<file path="src/hdl/ks10_bus_pkg.sv">
// bus word type, address/data word union, flag bit indices and bus owner enum

package ks10_bus_pkg;

   //////////////////////////////////////////////////
   // bus word
   //////////////////////////////////////////////////

   // one backplane word, numbered 0 (msb) to 35 (lsb) as on the KS10
   typedef logic [0:35] ks10_word_t;

   //////////////////////////////////////////////////
   // address cycle decode
   //////////////////////////////////////////////////

   // flag positions inside the 14-bit flags field of an address word
   // bit 0 requests a read
   localparam int FLAG_READ  = 0;
   // bit 1 requests a write
   localparam int FLAG_WRITE = 1;
   // bits 2..13 are reserved and ignored by the memory

   // the same 36 bits mean different things depending on the strobe:
   // during a data cycle the word is plain data, during an address
   // cycle it splits into flags and a 22-bit physical address
   typedef union packed
   {
      // data cycle view
      ks10_word_t data;

      // address cycle view
      struct packed
      {
         // read, write and reserved flags
         logic [0:13] flags;
         // physical address, bit 21 is the lsb
         logic [0:21] paddr;
      } addr;
   } ks10_addr_word_t;

   //////////////////////////////////////////////////
   // bus ownership
   //////////////////////////////////////////////////

   // which master currently holds the bus
   // none means the bus is idle and free for arbitration
   // fixed priority is con, then uba, then cpu
   typedef enum logic [1:0]
   {
      // no grant held
      MASTER_NONE = 2'd0,
      // console
      MASTER_CON  = 2'd1,
      // unibus adapter
      MASTER_UBA  = 2'd2,
      // processor
      MASTER_CPU  = 2'd3
   } ks10_master_t;

endpackage
</file>
<file path="src/hdl/ks10_bus_if.sv">
// master port interface and backplane interface with their modports

`timescale 1ns/10ps

//////////////////////////////////////////////////
// one bus master's lines into the arbiter
//////////////////////////////////////////////////

interface ks10_master_if;

   // level, held for the whole tenure
   logic                     request;
   // registered level from the arbiter
   logic                     grant;
   // cycle strobes, only honoured while granted
   logic                     addr_cycle;
   logic                     data_cycle;
   logic                     io_cycle;
   // address or data word for the current cycle
   ks10_bus_pkg::ks10_word_t data;

   // master side drives request, strobes and data
   modport master (output request, addr_cycle, data_cycle, io_cycle, data,
                   input  grant);

   // arbiter side sees the master and returns the grant
   modport arb (input  request, addr_cycle, data_cycle, io_cycle, data,
                output grant);

endinterface

//////////////////////////////////////////////////
// shared backplane as seen by every device
//////////////////////////////////////////////////

interface ks10_backplane_if;

   // relayed cycles, driven by the arbiter
   logic                     arb_addr_cycle;
   logic                     arb_data_cycle;
   logic                     arb_io_cycle;
   ks10_bus_pkg::ks10_word_t arb_data;

   // memory read response and busy flag
   logic                     mem_data_cycle;
   ks10_bus_pkg::ks10_word_t mem_data;
   logic                     mem_busy;

   modport arb (output arb_addr_cycle, arb_data_cycle, arb_io_cycle, arb_data,
                input  mem_data_cycle, mem_data, mem_busy);

   modport mem (input  arb_addr_cycle, arb_data_cycle, arb_io_cycle, arb_data,
                output mem_data_cycle, mem_data, mem_busy);

endinterface

</file>
<file path="src/hdl/bus_arb.sv">
// bus arbiter: fixed priority grant state and registered relay onto the backplane

`timescale 1ns/10ps

module bus_arb
  (
   input logic           clk,
   input logic           rst,
   input logic           pwr_fail,
   ks10_master_if.arb    con,
   ks10_master_if.arb    uba,
   ks10_master_if.arb    cpu,
   ks10_backplane_if.arb bp
   );

   //////////////////////////////////////////////////
   // declarations
   //////////////////////////////////////////////////

   // current bus owner, the only grant state
   ks10_bus_pkg::ks10_master_t owner;
   // highest priority requester this cycle
   ks10_bus_pkg::ks10_master_t winner;

   // owner's lines, selected by the current owner
   logic                     owner_request;
   logic                     owner_addr_cycle;
   logic                     owner_data_cycle;
   logic                     owner_io_cycle;
   ks10_bus_pkg::ks10_word_t owner_data;

   //////////////////////////////////////////////////
   // priority pick
   //////////////////////////////////////////////////

   // console over unibus adapter over cpu
   always_comb
   begin
      if (con.request)
         winner = ks10_bus_pkg::MASTER_CON;
      else if (uba.request)
         winner = ks10_bus_pkg::MASTER_UBA;
      else if (cpu.request)
         winner = ks10_bus_pkg::MASTER_CPU;
      else
         winner = ks10_bus_pkg::MASTER_NONE;
   end

   //////////////////////////////////////////////////
   // grant state
   //////////////////////////////////////////////////

   // a new grant only from idle, so a release always leaves one idle cycle
   // pwr_fail blocks new grants but never cuts a running tenure
   always_ff @(posedge clk or posedge rst)
   begin
      if (rst)
         owner <= ks10_bus_pkg::MASTER_NONE;
      else if (owner == ks10_bus_pkg::MASTER_NONE)
      begin
         if (!pwr_fail)
            owner <= winner;
      end
      else if (!owner_request)
         // owner let go of the bus
         owner <= ks10_bus_pkg::MASTER_NONE;
   end

   // grant levels decoded from the owner register
   assign con.grant = (owner == ks10_bus_pkg::MASTER_CON);
   assign uba.grant = (owner == ks10_bus_pkg::MASTER_UBA);
   assign cpu.grant = (owner == ks10_bus_pkg::MASTER_CPU);

   //////////////////////////////////////////////////
   // owner mux
   //////////////////////////////////////////////////

   // lines of masters without a grant never get through this mux
   always_comb
   begin
      owner_request    = 1'b0;
      owner_addr_cycle = 1'b0;
      owner_data_cycle = 1'b0;
      owner_io_cycle   = 1'b0;
      owner_data       = con.data;
      case (owner)
         ks10_bus_pkg::MASTER_CON:
         begin
            owner_request    = con.request;
            owner_addr_cycle = con.addr_cycle;
            owner_data_cycle = con.data_cycle;
            owner_io_cycle   = con.io_cycle;
            owner_data       = con.data;
         end
         ks10_bus_pkg::MASTER_UBA:
         begin
            owner_request    = uba.request;
            owner_addr_cycle = uba.addr_cycle;
            owner_data_cycle = uba.data_cycle;
            owner_io_cycle   = uba.io_cycle;
            owner_data       = uba.data;
         end
         ks10_bus_pkg::MASTER_CPU:
         begin
            owner_request    = cpu.request;
            owner_addr_cycle = cpu.addr_cycle;
            owner_data_cycle = cpu.data_cycle;
            owner_io_cycle   = cpu.io_cycle;
            owner_data       = cpu.data;
         end
         default:
         begin
            // idle bus, strobes stay low
         end
      endcase
   end

   //////////////////////////////////////////////////
   // backplane relay
   //////////////////////////////////////////////////

   // strobes, one register stage
   // a memory response wins over the owner's lines
   always_ff @(posedge clk or posedge rst)
   begin
      if (rst)
      begin
         bp.arb_addr_cycle <= 1'b0;
         bp.arb_data_cycle <= 1'b0;
         bp.arb_io_cycle   <= 1'b0;
      end
      else if (bp.mem_data_cycle)
      begin
         bp.arb_addr_cycle <= 1'b0;
         bp.arb_data_cycle <= 1'b1;
         bp.arb_io_cycle   <= 1'b0;
      end
      else
      begin
         bp.arb_addr_cycle <= owner_addr_cycle;
         bp.arb_data_cycle <= owner_data_cycle;
         bp.arb_io_cycle   <= owner_io_cycle;
      end
   end

   // bus word follows the same selection as the strobes
   always_ff @(posedge clk)
   begin
      if (bp.mem_data_cycle)
         bp.arb_data <= bp.mem_data;
      else
         bp.arb_data <= owner_data;
   end

endmodule

</file>
<file path="src/flat_wrapper.sv">
// flat-port wrapper written by rule: the top's interface ports become plain ports
module bus_arb_flat 
  (clk, rst, pwr_fail, con_request, con_addr_cycle, con_data_cycle, con_io_cycle, con_data, con_grant, uba_request, uba_addr_cycle, uba_data_cycle, uba_io_cycle, uba_data, uba_grant, cpu_request, cpu_addr_cycle, cpu_data_cycle, cpu_io_cycle, cpu_data, cpu_grant, bp_arb_addr_cycle, bp_arb_data_cycle, bp_arb_io_cycle, bp_arb_data, bp_mem_data_cycle, bp_mem_data, bp_mem_busy);
  ks10_master_if con_i ();
  ks10_master_if uba_i ();
  ks10_master_if cpu_i ();
  ks10_backplane_if bp_i ();
  input logic clk;
  input logic rst;
  input logic pwr_fail;
  input wire logic [$bits(con_i.request)-1:0] con_request;
  input wire logic [$bits(con_i.addr_cycle)-1:0] con_addr_cycle;
  input wire logic [$bits(con_i.data_cycle)-1:0] con_data_cycle;
  input wire logic [$bits(con_i.io_cycle)-1:0] con_io_cycle;
  input wire logic [$bits(con_i.data)-1:0] con_data;
  output wire logic [$bits(con_i.grant)-1:0] con_grant;
  input wire logic [$bits(uba_i.request)-1:0] uba_request;
  input wire logic [$bits(uba_i.addr_cycle)-1:0] uba_addr_cycle;
  input wire logic [$bits(uba_i.data_cycle)-1:0] uba_data_cycle;
  input wire logic [$bits(uba_i.io_cycle)-1:0] uba_io_cycle;
  input wire logic [$bits(uba_i.data)-1:0] uba_data;
  output wire logic [$bits(uba_i.grant)-1:0] uba_grant;
  input wire logic [$bits(cpu_i.request)-1:0] cpu_request;
  input wire logic [$bits(cpu_i.addr_cycle)-1:0] cpu_addr_cycle;
  input wire logic [$bits(cpu_i.data_cycle)-1:0] cpu_data_cycle;
  input wire logic [$bits(cpu_i.io_cycle)-1:0] cpu_io_cycle;
  input wire logic [$bits(cpu_i.data)-1:0] cpu_data;
  output wire logic [$bits(cpu_i.grant)-1:0] cpu_grant;
  output wire logic [$bits(bp_i.arb_addr_cycle)-1:0] bp_arb_addr_cycle;
  output wire logic [$bits(bp_i.arb_data_cycle)-1:0] bp_arb_data_cycle;
  output wire logic [$bits(bp_i.arb_io_cycle)-1:0] bp_arb_io_cycle;
  output wire logic [$bits(bp_i.arb_data)-1:0] bp_arb_data;
  input wire logic [$bits(bp_i.mem_data_cycle)-1:0] bp_mem_data_cycle;
  input wire logic [$bits(bp_i.mem_data)-1:0] bp_mem_data;
  input wire logic [$bits(bp_i.mem_busy)-1:0] bp_mem_busy;
  assign con_i.request = con_request;
  assign con_i.addr_cycle = con_addr_cycle;
  assign con_i.data_cycle = con_data_cycle;
  assign con_i.io_cycle = con_io_cycle;
  assign con_i.data = con_data;
  assign con_grant = con_i.grant;
  assign uba_i.request = uba_request;
  assign uba_i.addr_cycle = uba_addr_cycle;
  assign uba_i.data_cycle = uba_data_cycle;
  assign uba_i.io_cycle = uba_io_cycle;
  assign uba_i.data = uba_data;
  assign uba_grant = uba_i.grant;
  assign cpu_i.request = cpu_request;
  assign cpu_i.addr_cycle = cpu_addr_cycle;
  assign cpu_i.data_cycle = cpu_data_cycle;
  assign cpu_i.io_cycle = cpu_io_cycle;
  assign cpu_i.data = cpu_data;
  assign cpu_grant = cpu_i.grant;
  assign bp_arb_addr_cycle = bp_i.arb_addr_cycle;
  assign bp_arb_data_cycle = bp_i.arb_data_cycle;
  assign bp_arb_io_cycle = bp_i.arb_io_cycle;
  assign bp_arb_data = bp_i.arb_data;
  assign bp_i.mem_data_cycle = bp_mem_data_cycle;
  assign bp_i.mem_data = bp_mem_data;
  assign bp_i.mem_busy = bp_mem_busy;
  bus_arb u_core (.clk(clk), .rst(rst), .pwr_fail(pwr_fail), .con(con_i), .uba(uba_i), .cpu(cpu_i), .bp(bp_i));
endmodule
</file>
<file path="config.mk">
export PLATFORM = sky130hd
export DESIGN_NAME = bus_arb_flat
export DESIGN_NICKNAME = d
export VERILOG_FILES = /design/src/hdl/ks10_bus_pkg.sv /design/src/hdl/ks10_bus_if.sv /design/src/hdl/bus_arb.sv /design/src/flat_wrapper.sv
export SDC_FILE = /design/constraint.sdc
export NUM_CORES = 1
export LEC_CHECK = 0
export ABC_AREA = 1
export BUFFER_PORTS_ARGS = -buffer_cell sky130_fd_sc_hd__buf_2
export CAP_MARGIN = 20
export CORE_UTILIZATION = 29
export CTS_CLUSTER_DIAMETER = 60
export DETAILED_ROUTE_END_ITERATION = 8
export GPL_TIMING_DRIVEN = 0
export PLACE_DENSITY_LB_ADDON = 0.08
export SLEW_MARGIN = 20
export SYNTH_ARGS = -nofsm -noshare
export SYNTH_HDL_FRONTEND = slang
export SYNTH_SLANG_ARGS = --single-unit
</file>
<file path="constraint.sdc">
create_clock -name clk -period 1.35 [get_ports clk]
set_input_delay 0.2025 -clock clk [delete_from_list [all_inputs] [get_ports clk]]
set_output_delay 0.2025 -clock clk [all_outputs]
set_load 0.02 [all_outputs]
</file>
==> summary.md <==
| Metric | Value |
|---|---|
| Outcome | `finished, final reports clean` |
| WL final | `7616 um` |
| Final min period | `1308 ps` |
| ANT cells | `0` |
| Total placed instance area | `0.003124 mm^2` |
| DR iter-0 viols | `80` |
| Vias | `2728` |
| Peak supply drop | `0.0008062 V` |
| Final instance area | `0.003336 mm^2` |
| Clk network pwr share | `18.6%` |
| Netlist cell types | `19` |
| Crit path max fanout | `4` |
| Max Slew Vio Count | `0` |
| Fin nets | `663` |
| Post-Syn Instances | `286` |
| Sink Count | `41` |
| CP cell instances | `buf_4 -> inv_4 -> nor2_4 -> buf_6` |
| Pre-Repair DR Iteration Count | `7` |
| Layout cells sized above 1 | `49.11%` |
| Final Hold Viols | `0` |
| Worst Tran Pin Value | `485.4 ps` |
| Setup_tns | `0 ps` |
| Root buffer cell | `clkbuf_8` |
| Core Region | `0.006756 mm^2` |
| #FFs+latches synth | `41` |
| Max Buffers Root-to-Sink | `2` |
| Static leakage | `1.704 nW` |
| Synth Cell Area | `0.002023 mm^2` |
| Worst Path Arrival | `1110 ps` |
| Switching power | `1.922 mW` |
| Sw Ratio | `39.51%` |
| RSZ-0062 raised after global routing | `false` |
| Avg Vias per Cell | `4.679` |
| Non-filler cells, final | `583` |
| Clk Latency, worst-skew pair | `290 ps` |
| Setup-failing EPs final | `0` |
| Dpl cells | `566` |
| Post-route antenna net violation count | `0` |
| TritonCTS Buffers | `5` |
| Die area | `0.007315 mm^2` |
| Comb power frac | `49.6%` |
| Period utilisation layout | `96.92%` |
| Gpl congestion | `0.7748` |
| Pin count of the biggest net entering global routing | `13` |
| Crit-path leading delay family | `flip-flops` |
| Buf/Inv on CP | `3` |
| Rows | `30` |
| Rel. slew slack | `67.64%` |
| Commonest non-fill, non-tap cell in the layout | `buf_2` |
| IO Port Bufs | `200` |
| Syn_nets | `447` |
| # DRC | `0` |
| Fmax | `0.7643 GHz` |
| Startpoint Class | `flop` |
| Total of max-cap violations | `0` |
| Reg clk slew, reported paths | `90 ps` |
| Total gr overflow | `0` |
| Initial core utilization | `29.94%` |
| Worst Setup End Kind | `output pin` |
| Seq pwr share | `31.7%` |
| Setup Crit Path Kind | `reg2out` |
| Avg Cell Area, Syn | `7.074 um^2` |
| Initial antenna violation count | `0` |
| Layout area overhead | `64.87%` |
| Worst hold path class | `in2reg` |
| GR Util All Layers | `19.64%` |
| Post-DR wirelength/cell | `13.06 um` |
| Global-route wire length before repair | `11360 um` |
| Die height | `85.53 um` |
| Die width | `85.53 um` |
| Vias in the first global route | `2459` |
| Commonest non-fill, non-tap cells in the layout | `buf_2, nand2_1, a21oi_1, nor2_1` |
| Dpl hpwl | `5659 um` |
| Power per cell area | `1458 mW/mm^2` |
| Seq/Total Area, Yosys | `41.81%` |
| CTS tree | `yes` |
| Final Skew | `8.602 ps` |
| Worst path slowest cell | `dfrtp_2` |
| Htree depth | `2` |
| CP required | `1150 ps` |
| CP peak stage delay | `450 ps` |
| P_int | `2.942 mW` |
| Warnings from Yosys | `0` |
| Number of I/O pins | `203` |
[final cells by class]
class	instances	area, um^2
repair buffers	210	1101
clock buffers	7	96.34
well taps	80	100.1
flip-flops and latches	41	847.1
multi-input cells	215	994.7
plain buffers	19	148.9
clock inverters	1	5.005
inverters	10	42.54
fillers	705	3421
[metal layers]
metal	track usage, %	routed length (um)	vias to the layer above	share of wire [%]
li1	-	-	1381	-
met1	24.27	3163	1179	42
met2	34.33	3655	154	48
met3	4.427	658	14	8.6
met4	5.455	138	0	1.8
met5	0	0	-	0
[tightest hold or removal path: cells and delay by family]
| kind | cells | cell delay (ps) |
|---|---|---|
| buffers and inverters | 1 | 70 |
| and+or+nand+nor | 2 | 90 |
[path summary, 6_finish.rpt]
| check | startpoint | end | slack, ps | cells after the start |
|---|---|---|---|---|
| max | u_core.owner[0]$_DFFE_PP0P_ | con_grant | 40 | 4 |
| min | con_data_cycle | u_core.bp.arb_data_cycle$_DFF_PP0_ | 110 | 3 |
| max reg2reg | u_core.owner[0]$_DFFE_PP0P_ | u_core.bp.arb_addr_cycle$_DFF_PP0_ | 120 | 8 |
| min reg2reg | u_core.owner[0]$_DFFE_PP0P_ | u_core.owner[0]$_DFFE_PP0P_ | 720 | 3 |
| max in group asynchronous | rst | u_core.owner[0]$_DFFE_PP0P_ | 790 | 3 |
| min in group asynchronous | rst | u_core.bp.arb_data_cycle$_DFF_PP0_ | 360 | 3 |
[power by group through the flow]
stage	clock network [mW]	logic (mW)	registers [mW]
6_report	0.906	2.41	1.54
4_1_cts	0.943	2.40	1.54
5_1_grt	0.984	2.65	1.57
3_5_place_dp	0	2.18	1.58
3_3_place_gp	0	2.17	1.58
2_1_floorplan	0	1.11	1.87
[registers in the layout, indices dropped and copies added, names as in the netlist]
register,count
u_core.owner,2
u_core.bp.arb_addr_cycle,1
u_core.bp.arb_io_cycle,1
u_core.bp.arb_data,36
u_core.bp.arb_data_cycle,1
[cell families (layout without fill, tap and decap cells)]
logic type,Yosys count,in the layout,synth area share [%]
simple gates,141,141,28.26
compound gates,74,74,20.53
flops,41,41,41.81
buf+inv,30,247,9.400
[timing repair]
action                                  4_1_cts  5_1_grt
buffers inserted                              7        2
gates resized for setup                       9        5
pin swaps                                     2        3
hold endpoints to repair                      5        0
hold buffers                                  1        0
endpoints found under the setup margin        3        3
[through the flow]
step / setup slack, ps / power, mW / utilization, % / hold slack (ps)
3_3_place_gp: 84.38 / 3.751 / 46.24 / 111.5
2_1_floorplan: 150.3 / 2.982 / - / -18.98
5_1_grt: 1.095 / 5.201 / 49.37 / 126.8
3_5_place_dp: 82.45 / 3.757 / 46.24 / 112.8
6_report: 41.56 / 4.864 / 49.37 / 108.3
4_1_cts: 7.507 / 4.886 / 49.07 / 104.4
[synth_stat cells (all sizes together)]
master  instances  share of area (%)
buf            18                7.2
nor2           39                7.6
nand4           1               0.31
dfxtp          36                 36
nand3           6                1.5
clkbuf          2               0.37
nand2          94                 19
a21oi          37                9.2
or2             1               0.31
a31oi          36                 11
inv            10                1.9
dfrtp           5                6.2
o21ai           1               0.25
No activity file was read; power rests on OpenSTA's default activity.
